$ cat config.mk
export PLATFORM = sky130hd
export DESIGN_NAME = vtp_top
export DESIGN_NICKNAME = d
export VERILOG_FILES = /design/src/vtp_pkg.sv /design/src/vtp_top.sv /design/src/vtp_rsp_merge.sv /design/src/vtp_tlb_lane.sv /design/src/vtp_lane_dispatch.sv /design/src/vtp_csr.sv
export SDC_FILE = /design/constraint.sdc
export NUM_CORES = 2
export LEC_CHECK = 0
export BUFFER_PORTS_ARGS = -buffer_cell sky130_fd_sc_hd__buf_2
export CORE_UTILIZATION = 35
export DETAILED_ROUTE_END_ITERATION = 8
export MAX_ROUTING_LAYER = met4
export PLACE_DENSITY = 0.54
export SYNTH_ARGS = -nofsm -noshare
export SYNTH_HDL_FRONTEND = slang
export SYNTH_SLANG_ARGS = --single-unit
$ cat constraint.sdc
create_clock -name clk -period 13.67 [get_ports clk]
set_input_delay 0.6835 -clock clk [delete_from_list [all_inputs] [get_ports clk]]
set_output_delay 0.6835 -clock clk [all_outputs]
set_load 0.005 [all_outputs]
$ cat src/vtp_pkg.sv
//////////////////////////////////////////////////////////////////////
// VTP shared definitions
// Sizes, CSR register map, mode bits, block ID and the packed
// structs that carry requests, control pulses and events
//////////////////////////////////////////////////////////////////////

`default_nettype none

package vtp_pkg;

    // Lane and set geometry of the distributed TLB
    localparam int n_lanes = 4;
    localparam int lane_bits = 2;
    localparam int lane_sets = 8;
    localparam int set_bits = 3;

    // 4 KB pages, so a VPN and a PPN are both 48 - 12 bits
    localparam int vpn_bits = 36;
    localparam int ppn_bits = 36;
    localparam int tag_bits = vpn_bits - lane_bits - set_bits;

    localparam int stat_bits = 48;
    localparam int csr_idx_bits = 4;

    localparam logic [127:0] vtp_block_id = 128'h5d1c_73a0_e4b8_4f26_9a03_c71e_2b68_f0d4;

    // 64-bit CSR slots; indices not named here read as zero
    typedef enum logic [csr_idx_bits-1:0] {
        csr_dfh = 4'd0,
        csr_id_lo = 4'd1,
        csr_id_hi = 4'd2,
        csr_mode = 4'd3,
        csr_insert_vpn = 4'd4,
        csr_insert_ppn = 4'd5,
        csr_inval_vpn = 4'd6,
        csr_stat_hits = 4'd7,
        csr_stat_misses = 4'd8,
        csr_last_miss_vpn = 4'd9
    } csr_idx_e;

    // Bit positions within the mode register
    typedef enum logic [5:0] {
        mode_count_en = 6'd0,
        mode_inval_all = 6'd1
    } mode_bit_e;

    typedef struct packed {
        logic [vpn_bits-1:0] vpn;
    } vtp_req_t;

    typedef struct packed {
        logic insert_valid;
        logic [vpn_bits-1:0] insert_vpn;
        logic [ppn_bits-1:0] insert_ppn;
        logic inval_valid;
        logic [vpn_bits-1:0] inval_vpn;
        logic inval_all;
    } vtp_ctrl_t;

    // Position of a page inside one lane
    typedef struct packed {
        logic [set_bits-1:0] set_idx;
        logic [tag_bits-1:0] tag;
    } vtp_lane_addr_t;

    // A lookup and an update may reach a lane in the same cycle, so each
    // has its own set and tag
    typedef struct packed {
        logic lookup_valid;
        logic insert_valid;
        logic inval_valid;
        logic inval_all;
        vtp_lane_addr_t lookup;
        vtp_lane_addr_t update;
        logic [ppn_bits-1:0] ppn;
    } vtp_lane_req_t;

    typedef struct packed {
        logic valid;
        logic hit;
        logic [ppn_bits-1:0] ppn;
        logic [vpn_bits-1:0] vpn;
    } vtp_lane_rsp_t;

    typedef struct packed {
        logic hit;
        logic [ppn_bits-1:0] ppn;
        logic [vpn_bits-1:0] vpn;
    } vtp_rsp_t;

    typedef struct packed {
        logic hit;
        logic miss;
        logic [vpn_bits-1:0] miss_vpn;
    } vtp_events_t;

    // Lowest VPN bits pick the lane, the next ones the set, the rest is the tag
    function automatic logic [lane_bits-1:0] vpn_lane(input logic [vpn_bits-1:0] vpn);
        return vpn[lane_bits-1:0];
    endfunction

    function automatic vtp_lane_addr_t vpn_addr(input logic [vpn_bits-1:0] vpn);
        vtp_lane_addr_t addr;
        addr.set_idx = vpn[lane_bits +: set_bits];
        addr.tag = vpn[vpn_bits-1 -: tag_bits];
        return addr;
    endfunction

endpackage

`default_nettype wire
$ cat src/vtp_top.sv
//////////////////////////////////////////////////////////////////////
// VTP top level
// CSR block, lane dispatcher, the array of TLB lanes and the
// response merger
//////////////////////////////////////////////////////////////////////

`timescale 1ns/1ps
`default_nettype none

module vtp_top
(
    input  logic clk,
    input  logic reset,

    // Generic CSR port
    input  logic rd_req_en,
    input  logic wr_req_en,
    input  logic [vtp_pkg::csr_idx_bits-1:0] csr_req_idx,
    input  logic [63:0] wr_data,
    input  logic [63:0] dfh_value,
    output logic rd_rsp_valid,
    output logic [63:0] rd_data,

    // Translation lookups, answered three cycles later
    input  logic req_valid,
    input  vtp_pkg::vtp_req_t req,
    output logic rsp_valid,
    output vtp_pkg::vtp_rsp_t rsp
);

    import vtp_pkg::*;

    vtp_ctrl_t ctrl;
    vtp_events_t events;
    vtp_lane_req_t [n_lanes-1:0] lane_req;
    vtp_lane_rsp_t [n_lanes-1:0] lane_rsp;

    vtp_csr csr0
    (
        .clk(clk),
        .reset(reset),
        .rd_req_en(rd_req_en),
        .wr_req_en(wr_req_en),
        .csr_req_idx(csr_req_idx),
        .wr_data(wr_data),
        .dfh_value(dfh_value),
        .rd_rsp_valid(rd_rsp_valid),
        .rd_data(rd_data),
        .events(events),
        .ctrl(ctrl)
    );

    vtp_lane_dispatch dispatch0
    (
        .clk(clk),
        .reset(reset),
        .req_valid(req_valid),
        .req(req),
        .ctrl(ctrl),
        .lane_req(lane_req)
    );

    // One TLB slice per lane, each serving the VPNs with its low bits
    for (genvar i = 0; i < n_lanes; i++)
    begin : g_lane
        vtp_tlb_lane #(.lane_id(i)) lane
        (
            .clk(clk),
            .reset(reset),
            .lane_req(lane_req[i]),
            .lane_rsp(lane_rsp[i])
        );
    end

    vtp_rsp_merge merge0
    (
        .clk(clk),
        .reset(reset),
        .lane_rsp(lane_rsp),
        .rsp_valid(rsp_valid),
        .rsp(rsp),
        .events(events)
    );

endmodule

`default_nettype wire

$ cat src/vtp_rsp_merge.sv
//////////////////////////////////////////////////////////////////////
// VTP response merger
// Drains the lane results into one registered response stream and
// raises hit/miss events for the statistics
//////////////////////////////////////////////////////////////////////

`timescale 1ns/1ps
`default_nettype none

module vtp_rsp_merge
(
    input  logic clk,
    input  logic reset,

    input  vtp_pkg::vtp_lane_rsp_t [vtp_pkg::n_lanes-1:0] lane_rsp,

    output logic rsp_valid,
    output vtp_pkg::vtp_rsp_t rsp,
    output vtp_pkg::vtp_events_t events
);

    import vtp_pkg::*;

    logic [n_lanes-1:0] lane_valid;
    vtp_lane_rsp_t sel_rsp;
    logic any_valid;

    // At most one lane answers per cycle, so a priority pick is enough
    always_comb
    begin
        sel_rsp = '0;
        for (int i = 0; i < n_lanes; i++)
        begin
            lane_valid[i] = lane_rsp[i].valid;
            if (lane_rsp[i].valid)
            begin
                sel_rsp = lane_rsp[i];
            end
        end
    end

    assign any_valid = |lane_valid;

    always_ff @(posedge clk)
    begin
        rsp_valid <= any_valid;
        rsp.hit <= sel_rsp.hit;
        rsp.ppn <= sel_rsp.ppn;
        rsp.vpn <= sel_rsp.vpn;

        // Events leave in step with the response they describe
        events.hit <= any_valid && sel_rsp.hit;
        events.miss <= any_valid && !sel_rsp.hit;
        events.miss_vpn <= sel_rsp.vpn;

        if (reset)
        begin
            rsp_valid <= 1'b0;
            events.hit <= 1'b0;
            events.miss <= 1'b0;
        end
    end

    // The dispatcher steers each lookup to one lane, so responses never overlap
    assert property (@(posedge clk) disable iff (reset) $onehot0(lane_valid))
        else $error("more than one lane response valid");

endmodule

`default_nettype wire

$ cat src/vtp_tlb_lane.sv
//////////////////////////////////////////////////////////////////////
// VTP TLB lane
// One direct-mapped slice of the TLB with registered lookup, insert,
// per-page invalidate and full flush
//////////////////////////////////////////////////////////////////////

`timescale 1ns/1ps
`default_nettype none

module vtp_tlb_lane
#(
    // Position of this slice, which is also the low VPN bits it serves
    parameter int unsigned lane_id = 0
)
(
    input  logic clk,
    input  logic reset,

    input  vtp_pkg::vtp_lane_req_t lane_req,
    output vtp_pkg::vtp_lane_rsp_t lane_rsp
);

    import vtp_pkg::*;

    logic [lane_sets-1:0] valid_q;
    logic [tag_bits-1:0] tag_q [lane_sets];
    logic [ppn_bits-1:0] ppn_q [lane_sets];

    logic upd_tag_match;

    assign upd_tag_match = (tag_q[lane_req.update.set_idx] == lane_req.update.tag);

    // Valid bits; a flush or a reset empties the whole slice
    always_ff @(posedge clk)
    begin
        if (lane_req.insert_valid)
        begin
            valid_q[lane_req.update.set_idx] <= 1'b1;
        end
        else if (lane_req.inval_valid && upd_tag_match)
        begin
            // Leave the set alone if another page now lives in it
            valid_q[lane_req.update.set_idx] <= 1'b0;
        end

        if (reset || lane_req.inval_all)
        begin
            valid_q <= '0;
        end
    end

    // Tag and PPN storage, overwritten on insert
    always_ff @(posedge clk)
    begin
        if (lane_req.insert_valid)
        begin
            tag_q[lane_req.update.set_idx] <= lane_req.update.tag;
            ppn_q[lane_req.update.set_idx] <= lane_req.ppn;
        end
    end

    // Lookup reads the arrays before any update in this cycle takes effect
    always_ff @(posedge clk)
    begin
        lane_rsp.valid <= lane_req.lookup_valid;
        lane_rsp.hit <= valid_q[lane_req.lookup.set_idx] &&
                        (tag_q[lane_req.lookup.set_idx] == lane_req.lookup.tag);
        lane_rsp.ppn <= ppn_q[lane_req.lookup.set_idx];
        // Rebuild the full VPN from the pieces this lane stands for
        lane_rsp.vpn <= {lane_req.lookup.tag, lane_req.lookup.set_idx, lane_bits'(lane_id)};

        if (reset)
        begin
            lane_rsp.valid <= 1'b0;
        end
    end

endmodule

`default_nettype wire

$ cat src/vtp_lane_dispatch.sv
//////////////////////////////////////////////////////////////////////
// VTP lane dispatcher
// Registers lookups and control pulses and steers each one to the
// TLB lane that owns the page
//////////////////////////////////////////////////////////////////////

`timescale 1ns/1ps
`default_nettype none

module vtp_lane_dispatch
(
    input  logic clk,
    input  logic reset,

    input  logic req_valid,
    input  vtp_pkg::vtp_req_t req,
    input  vtp_pkg::vtp_ctrl_t ctrl,

    output vtp_pkg::vtp_lane_req_t [vtp_pkg::n_lanes-1:0] lane_req
);

    import vtp_pkg::*;

    logic [vpn_bits-1:0] upd_vpn;
    logic [n_lanes-1:0] lookup_valids;

    // Insert and invalidate come from separate CSR writes, never together
    assign upd_vpn = ctrl.insert_valid ? ctrl.insert_vpn : ctrl.inval_vpn;

    always_ff @(posedge clk)
    begin
        for (int i = 0; i < n_lanes; i++)
        begin
            // Set, tag and PPN go to every lane; only the valid bits are steered
            lane_req[i].lookup <= vpn_addr(req.vpn);
            lane_req[i].update <= vpn_addr(upd_vpn);
            lane_req[i].ppn <= ctrl.insert_ppn;

            lane_req[i].lookup_valid <= req_valid && (vpn_lane(req.vpn) == lane_bits'(i));
            lane_req[i].insert_valid <= ctrl.insert_valid &&
                                        (vpn_lane(upd_vpn) == lane_bits'(i));
            lane_req[i].inval_valid <= ctrl.inval_valid &&
                                       (vpn_lane(upd_vpn) == lane_bits'(i));
            lane_req[i].inval_all <= ctrl.inval_all;

            if (reset)
            begin
                lane_req[i].lookup_valid <= 1'b0;
                lane_req[i].insert_valid <= 1'b0;
                lane_req[i].inval_valid <= 1'b0;
                lane_req[i].inval_all <= 1'b0;
            end
        end
    end

    always_comb
    begin
        for (int i = 0; i < n_lanes; i++)
        begin
            lookup_valids[i] = lane_req[i].lookup_valid;
        end
    end

    // A lookup lands in exactly one lane, and only after a request
    assert property (@(posedge clk) disable iff (reset)
                     $onehot0(lookup_valids) && ((|lookup_valids) -> $past(req_valid)))
        else $error("lookup steered to more than one lane");

endmodule

`default_nettype wire

$ cat src/vtp_csr.sv
//////////////////////////////////////////////////////////////////////
// VTP CSR block
// Maps the generic 64-bit CSR port onto the mode register, insert and
// invalidate pulses, and the hit/miss statistics
//////////////////////////////////////////////////////////////////////

`timescale 1ns/1ps
`default_nettype none

module vtp_csr
(
    input  logic clk,
    input  logic reset,

    input  logic rd_req_en,
    input  logic wr_req_en,
    input  logic [vtp_pkg::csr_idx_bits-1:0] csr_req_idx,
    input  logic [63:0] wr_data,
    // The master owns the MMIO map, so it supplies the DFH
    input  logic [63:0] dfh_value,
    output logic rd_rsp_valid,
    output logic [63:0] rd_data,

    input  vtp_pkg::vtp_events_t events,
    output vtp_pkg::vtp_ctrl_t ctrl
);

    import vtp_pkg::*;

    logic count_en;
    logic [stat_bits-1:0] stat_hits;
    logic [stat_bits-1:0] stat_misses;
    logic [vpn_bits-1:0] last_miss_vpn;
    logic [vpn_bits-1:0] insert_vpn_q;
    logic [63:0] mode_value;

    logic wr_req_en_q;
    csr_idx_e wr_idx_q;
    logic [63:0] wr_data_q;

    // Only count_en is kept; inval_all is gone by the time it can be read
    always_comb
    begin
        mode_value = 64'b0;
        mode_value[mode_count_en] = count_en;
    end

    // Read mux, answered one cycle after the strobe
    always_ff @(posedge clk)
    begin
        rd_rsp_valid <= rd_req_en;

        case (csr_idx_e'(csr_req_idx))
            csr_dfh:
                rd_data <= dfh_value;
            csr_id_lo:
                rd_data <= vtp_block_id[63:0];
            csr_id_hi:
                rd_data <= vtp_block_id[127:64];
            csr_mode:
                rd_data <= mode_value;
            csr_stat_hits:
                rd_data <= 64'(stat_hits);
            csr_stat_misses:
                rd_data <= 64'(stat_misses);
            csr_last_miss_vpn:
                rd_data <= 64'(last_miss_vpn);
            default:
                rd_data <= 64'b0;
        endcase

        if (reset)
        begin
            rd_rsp_valid <= 1'b0;
        end
    end

    // Writes sit in a buffer stage for one cycle before decode
    always_ff @(posedge clk)
    begin
        wr_req_en_q <= wr_req_en;
        wr_idx_q <= csr_idx_e'(csr_req_idx);
        wr_data_q <= wr_data;

        if (reset)
        begin
            wr_req_en_q <= 1'b0;
        end
    end

    // Insert VPN is only staged here and the PPN write fires the insert
    always_ff @(posedge clk)
    begin
        if (wr_req_en_q && (wr_idx_q == csr_insert_vpn))
        begin
            insert_vpn_q <= wr_data_q[vpn_bits-1:0];
        end
    end

    // Decode into the mode level and the single-cycle control pulses
    always_ff @(posedge clk)
    begin
        if (wr_req_en_q && (wr_idx_q == csr_mode))
        begin
            count_en <= wr_data_q[mode_count_en];
        end

        ctrl.insert_vpn <= insert_vpn_q;
        ctrl.insert_ppn <= wr_data_q[ppn_bits-1:0];
        ctrl.insert_valid <= wr_req_en_q && (wr_idx_q == csr_insert_ppn);

        ctrl.inval_vpn <= wr_data_q[vpn_bits-1:0];
        ctrl.inval_valid <= wr_req_en_q && (wr_idx_q == csr_inval_vpn);

        // A mode write with inval_all set flushes every lane once
        ctrl.inval_all <= wr_req_en_q && (wr_idx_q == csr_mode) &&
                          wr_data_q[mode_inval_all];

        if (reset)
        begin
            count_en <= 1'b0;
            ctrl.insert_valid <= 1'b0;
            ctrl.inval_valid <= 1'b0;
            ctrl.inval_all <= 1'b0;
        end
    end

    // Statistics; the last miss is captured even while counting is off
    always_ff @(posedge clk)
    begin
        if (count_en && events.hit)
        begin
            stat_hits <= stat_hits + 1'b1;
        end

        if (count_en && events.miss)
        begin
            stat_misses <= stat_misses + 1'b1;
        end

        if (events.miss)
        begin
            last_miss_vpn <= events.miss_vpn;
        end

        if (reset)
        begin
            stat_hits <= '0;
            stat_misses <= '0;
            last_miss_vpn <= '0;
        end
    end

    // The master never issues a read and a write in the same cycle
    assert property (@(posedge clk) disable iff (reset) !(rd_req_en && wr_req_en))
        else $error("CSR read and write requested together");

endmodule

`default_nettype wire

-- Word level (Yosys, flattened, before mapping)
Memory sizes are Yosys's and may differ from the RTL's. A register that Yosys moved wholly into a read port is not among the register bits.
Index checks and enable logic that the tools add are counted.
- reduce and logical (&&, ||, !) cells: 41
- shift operators: 0
- $lt $le $gt $ge: 3
- div/mod/pow operators: 0
- mux-type cells: 32
- eq/ne operators: 24
- bitwise operators: 9
- multipliers: 0
- $add $sub $neg: 2
- operators by type and width (kind ; number):
    $pmux W64 S7 ; 1
    $mux W73 ; 4
    $eq A31 B31 Y1 ; 8
    $add A48 B1 Y48 const B ; 2
    $mux W8 ; 8
    $mux W36 ; 1
    $and A8 B8 Y8 ; 4
    $or A8 B8 Y8 ; 4
    $logic_and A1 B1 Y1 ; 30
    $eq A4 B3 Y1 const B ; 4
    $mux W1 ; 13
    $bmux W1 S3 ; 4
    $eq A4 B2 Y1 const B ; 3
    $eq A2 B2 Y1 const B ; 4
    $eq A4 B4 Y1 const B ; 2
    $lt A3 B4 Y1 const B ; 2
    $not A8 Y8 ; 1
    $reduce_bool A2 Y1 ; 4
    $eq A2 B1 Y1 const B ; 2
    $eq A4 B1 Y1 const B ; 1
    $logic_not A2 Y1 ; 2
    $logic_not A4 Y1 ; 1
    $reduce_or A4 Y1 ; 1
    $demux W1 S3 ; 1
    4 further kinds ; 4
- register bits: 617
- memory bits (writable): 2144
- ROM bits: 0
- memories kept: 8
- output and inout bits: 139
- bits of input ports: 173
- logic and storage cells: 173
- bits in latches: 0
- memories (name ; depth ; bits a word ; rd ports ; clocked after Yosys merged registers in ; write ports ; line ; source):
    g_lane[0].lane.ppn_q ; 8 ; 36 ; 1 ; 1 ; 1 ; vtp_tlb_lane.sv:27 ; logic [ppn_bits-1:0] ppn_q [lane_sets];
    g_lane[1].lane.ppn_q ; 8 ; 36 ; 1 ; 1 ; 1 ; vtp_tlb_lane.sv:27 ;
    g_lane[2].lane.ppn_q ; 8 ; 36 ; 1 ; 1 ; 1 ; vtp_tlb_lane.sv:27 ;
    g_lane[3].lane.ppn_q ; 8 ; 36 ; 1 ; 1 ; 1 ; vtp_tlb_lane.sv:27 ;
    g_lane[0].lane.tag_q ; 8 ; 31 ; 2 ; 2 ; 1 ; vtp_tlb_lane.sv:26 ; logic [tag_bits-1:0] tag_q [lane_sets];
    g_lane[1].lane.tag_q ; 8 ; 31 ; 2 ; 2 ; 1 ; vtp_tlb_lane.sv:26 ;
    +2 memories ; n/a ; n/a ; n/a ; n/a ; n/a ; n/a ;

-- Depth between registers and ports, before layout
- word-level depth: 8
- gate-level depth with buffers: 12
- mapped depth without buffers: 7

-- Modules after synthesis
A second synthesis with hierarchy kept.
- cells, all modules: 6996
- area, all modules: 121213.8 um2
- modules (own cells, without submodules) (module ; cells each ; sequential area each (um2) ; area an instance (um2) ; times used):
    vtp_tlb_lane (g_lane[1].lane ...) ; 1228 ; 17697.0 ; 24766.3 ; 2
    vtp_tlb_lane (g_lane[3].lane) ; 1227 ; 17697.0 ; 24762.5 ; 1
    vtp_tlb_lane (g_lane[0].lane) ; 1263 ; 17697.0 ; 24686.2 ; 1
    vtp_csr ; 1099 ; 7367.1 ; 11947.7 ; 1
    vtp_lane_dispatch ; 493 ; 2342.2 ; 5301.3 ; 1
    vtp_rsp_merge ; 458 ; 1521.5 ; 4983.5 ; 1

-- Worst setup path after synthesis
No wires, ideal clock.
- kind: reg-to-reg
- start point: reg, netlist name dispatch0.lane_req[67]
- end point: reg (tool-made name)
- required time: 13578 ps
- stages on the path, launching flop included: 10
- setup time: 92 ps
- clock period less this slack: 6630 ps
- path buffers: 6
- slack: 7040 ps
- arrival: 6537 ps
- path through: dfxtp_1 > buf_6 > buf_6 > buf_6 > buf_4 > buf_2 > clkbuf_1 > nor3_1 > o21ai_0 > a31oi_1

-- Worst setup path in the final report
- start point: reg, netlist name dispatch0.lane_req[102]
- end point: reg, netlist name g_lane[0].lane.lane_rsp[72]
- longest elaborated chain between the ends: 3
- ends and longest elaborated chain (what ; line ; source):
    $bmux W1 S3 ; vtp_tlb_lane.sv:66 ; lane_rsp.hit <= valid_q[lane_req.lookup.set_idx] &&
    $mux W1 (not written as such) ; vtp_tlb_lane.sv:66 ;
    $logic_and A1 B1 Y1 ; vtp_tlb_lane.sv:66 ;
No other way between the ends. The select of a mux whose other input is x is not followed.
A chain may end at the register's enable or synchronous reset.

==> flow_metrics.env <==
export IMPL_outcome="completed"
export IMPL_numCtsBuffers=320
export IMPL_overflow=0
export IMPL_drv_cap=0
export IMPL_clockRootBuffer="clkbuf_16"
export IMPL_yosysSeqAreaShare_pct=70.49
export IMPL_wl_per_cell_um=30.24
export IMPL_use_met3_pct=3.222
export IMPL_firstDrtPassIters=8
export IMPL_start_kind="register"
export IMPL_ant_nets=0
export IMPL_worstSetupEndpointType="register"
export IMPL_chipWidth_um=571.4
export IMPL_cts_tree="built"
export IMPL_post_synth_cell_area_avg_um2=18.22
export IMPL_yosys_warnings=0
export IMPL_grt_max_degree=131
export IMPL_slew_headroom_pct=21.84
export IMPL_async_flop_share_pct=0
export IMPL_synth_largest_area_cell="edfxtp_1"
export IMPL_cts_clk_slew_worst_paths_ns=0.06
export IMPL_hold_class="in2reg"
export IMPL_finClkSkew_ns=0.05684
export IMPL_fin_total_pwr_mw=19.31
export IMPL_synth_area_um2=113500
export IMPL_clock_latency_ns=0.92
export IMPL_synth_edf_count=2180
export IMPL_cts_resized=0
export IMPL_clock_sinks=2905
export IMPL_cts_buffer_depth=4
export IMPL_routed_wl_um=341600
export IMPL_final_period_utilization_pct=41.95
export IMPL_grt_pass1_wl_um=476000
export IMPL_synth_ff_type="edfxtp_1"
export IMPL_fin_cells=11295
export IMPL_worstSetupPathType="reg2reg"
export IMPL_hold_viol_final=0
export IMPL_htreeDepth=5
export IMPL_critPathRequiredTime_ns=14.48
export IMPL_port_buffers=283
export IMPL_vias=61682
export IMPL_track_usage_pct=21.16
export IMPL_hold_ws_ns=0.06675
export IMPL_max_freq_mhz=174.4
export IMPL_yosys_register_bits=2905
export IMPL_pin_count=312
export IMPL_syn_to_final_growth_pct=15.94
export IMPL_final_setup_tns_ns=0
export IMPL_core_area_um2=321700
export IMPL_synth_area_leaders="edfxtp_1 (58%), dfxtp_1 (13%), mux4_2 (12%)"
export IMPL_setup_viol=0
export IMPL_dr_first_iter_drc_count=6418
export IMPL_fin_crit_ns=5.735
export IMPL_slew_violations=0
export IMPL_drc_errors=0
export IMPL_synth_top_area_share_pct=57.70
export IMPL_grt_most_used_layer="met2"
export IMPL_rsz0062_at_grt="no"
export IMPL_leakage_nw=44.24
export IMPL_antenna_found_initial=15
export IMPL_path_max_fanout=130
export IMPL_fillers=28862
export IMPL_placementRows=208
export IMPL_synth_nets=6402
export IMPL_grt_pass1_vias=62313
export IMPL_worst_slew_pin_slew_ns=1.171
export IMPL_ys_types=62
export IMPL_ir_worst_vdd_mv=0.1049
export IMPL_die_y_um=571.4
export IMPL_grt_util_met2_pct=33.36
export IMPL_dieArea_um2=326500
export IMPL_final_nets=6885
export IMPL_start_util_pct=35.27
export IMPL_dp_hpwl_um=197100
export IMPL_final_layout_size_suffix_gt1_share_pct=26.82
export IMPL_grt_use_met1_pct=28.59
export IMPL_arrival_ns=6.55
export IMPL_final_area_um2=131500
export IMPL_synth_cells=6227
export IMPL_placed_cells=10582
export IMPL_placed_cell_area_um2=119800
export IMPL_powerDensity_nw_per_um2=146.8
export IMPL_gp_congestion=0.8435
export IMPL_vias_per_cell=5.461
[what timing repair did]
| item | 4_1_cts | 5_1_grt |
|---|---|---|
| buffers inserted | 0 | 0 |
| endpoints found under the hold margin | 112 | 0 |
| hold buffers | 111 | 0 |
[critical path, stage by stage, from the launching register on]
cell     delay (ns)
dfxtp_4        0.88
buf_4          0.73
buf_12         0.70
buf_4          0.90
mux4_2         0.41
mux2i_1        0.51
xnor2_1        0.18
nor4_1         0.44
nand4_1        0.25
nor4_1         0.32
[placed cells by master, fill, tap and decap left out, types with 27 or more instances in the layout]
cell type	n
nor2_1	164
clkbuf_16	330
clkbuf_1	74
a221o_1	36
nor4_1	28
or3_1	27
clkbuf_8	50
a22oi_1	128
and3_1	44
clkinv_2	47
o21ai_0	136
dfxtp_1	714
nand4_1	57
a21oi_1	68
buf_4	159
edfxtp_1	2180
a31oi_1	29
mux2_2	269
mux2i_1	471
o22ai_1	44
nand2_1	164
a221oi_1	45
dlygate4sd3_1	111
clkinv_1	39
xnor2_1	164
buf_2	282
mux4_2	605
nand3_1	85
nor2b_1	45
xor2_1	112
[layer usage]
layer,vias up,share of wire [%]
met2,2433,47
met3,514,7.0
li1,25908,-
met1,32827,43
met4,0,2.8
met5,-,0
[stage by stage]
step                      util [%]  setup slack, ns
after global routing         40.89            7.529
after floorplan                  -            7.040
final                        40.89            7.935
after CTS                    40.89            7.858
after global placement       37.24            7.898
after detailed placement     37.24            7.920
[cell type report]
class / count / area (µm²) / share of cell area (%)
flip-flops and latches: 2905 / 80010 / 60.82
multi-input cells: 2909 / 31610 / 24.03
clock buffers: 454 / 9224 / 7.012
well taps: 4305 / 5386 / 4.095
repair buffers: 558 / 3836 / 2.916
clock inverters: 137 / 1398 / 1.062
inverters: 16 / 60.06 / 0.04566
diodes: 11 / 27.53 / 0.02093
[cell usage after synthesis (15+ instances only)]
cell / number
a21oi_1: 68
a221o_1: 36
a221oi_1: 45
a222oi_1: 26
a22oi_1: 128
a31oi_1: 29
and2_1: 27
and3_1: 56
buf_1: 47
buf_2: 96
buf_4: 65
clkbuf_1: 169
dfxtp_1: 725
edfxtp_1: 2180
inv_1: 15
mux2_2: 269
mux2i_1: 471
mux4_2: 605
nand2_1: 165
nand3_1: 85
nand4_1: 57
nor2_1: 169
nor2b_1: 48
nor3_1: 22
nor4_1: 29
o21ai_0: 137
o22a_1: 15
o22ai_1: 44
or3_1: 27
xnor2_1: 164
xor2_1: 112
[registers in the layout, summed over array words and instances (netlist names), named ones only]
register              cells
csr0.insert_vpn_q        36
dispatch0.lane_req      117
csr0.wr_idx_q             4
g_lane.lane.lane_rsp    186
merge0.events             2
csr0.ctrl                75
merge0.rsp               73
csr0.wr_data_q           36
merge0.rsp_valid          1
csr0.rd_rsp_valid         1
g_lane.lane.tag_q       992
csr0.stat_misses         48
csr0.rd_data             64
csr0.wr_req_en_q          1
g_lane.lane.ppn_q      1152
csr0.last_miss_vpn       36
csr0.count_en             1
csr0.stat_hits           48
[worst paths after layout]
kind	from	end	slack [ns]	depth (start not counted)
max	dispatch0.lane_req[102]	g_lane[0].lane.lane_rsp[72]	7.94	9
min	dfh_value[7]	csr0.rd_data[7]	0.07	3
max reg2reg	dispatch0.lane_req[102]	g_lane[0].lane.lane_rsp[72]	7.94	9
min reg2reg	csr0.insert_vpn_q[34]	csr0.ctrl[108]	0.33	0
[report_power, final]
group	switching, mW	internal [mW]	total, mW
Clock	3.59	5.07	8.67
Sequential	0.120	9.56	9.68
Combinational	0.561	0.401	0.962
Total	4.27	15.0	19.3
[kinds of logic after synthesis]
family	after synthesis	share of synthesized area [%]
AO/OA/AOI/OAI	547	3.290
XOR/XNOR	276	2.131
adder cells (fa/ha/maj)	2	0.02205
buffers and inverters	413	1.839
flip-flops	2905	70.49
multiplexers	1346	18.86
AND/OR/NAND/NOR	738	3.372
Note: power is estimated with default switching activity, not from simulation.
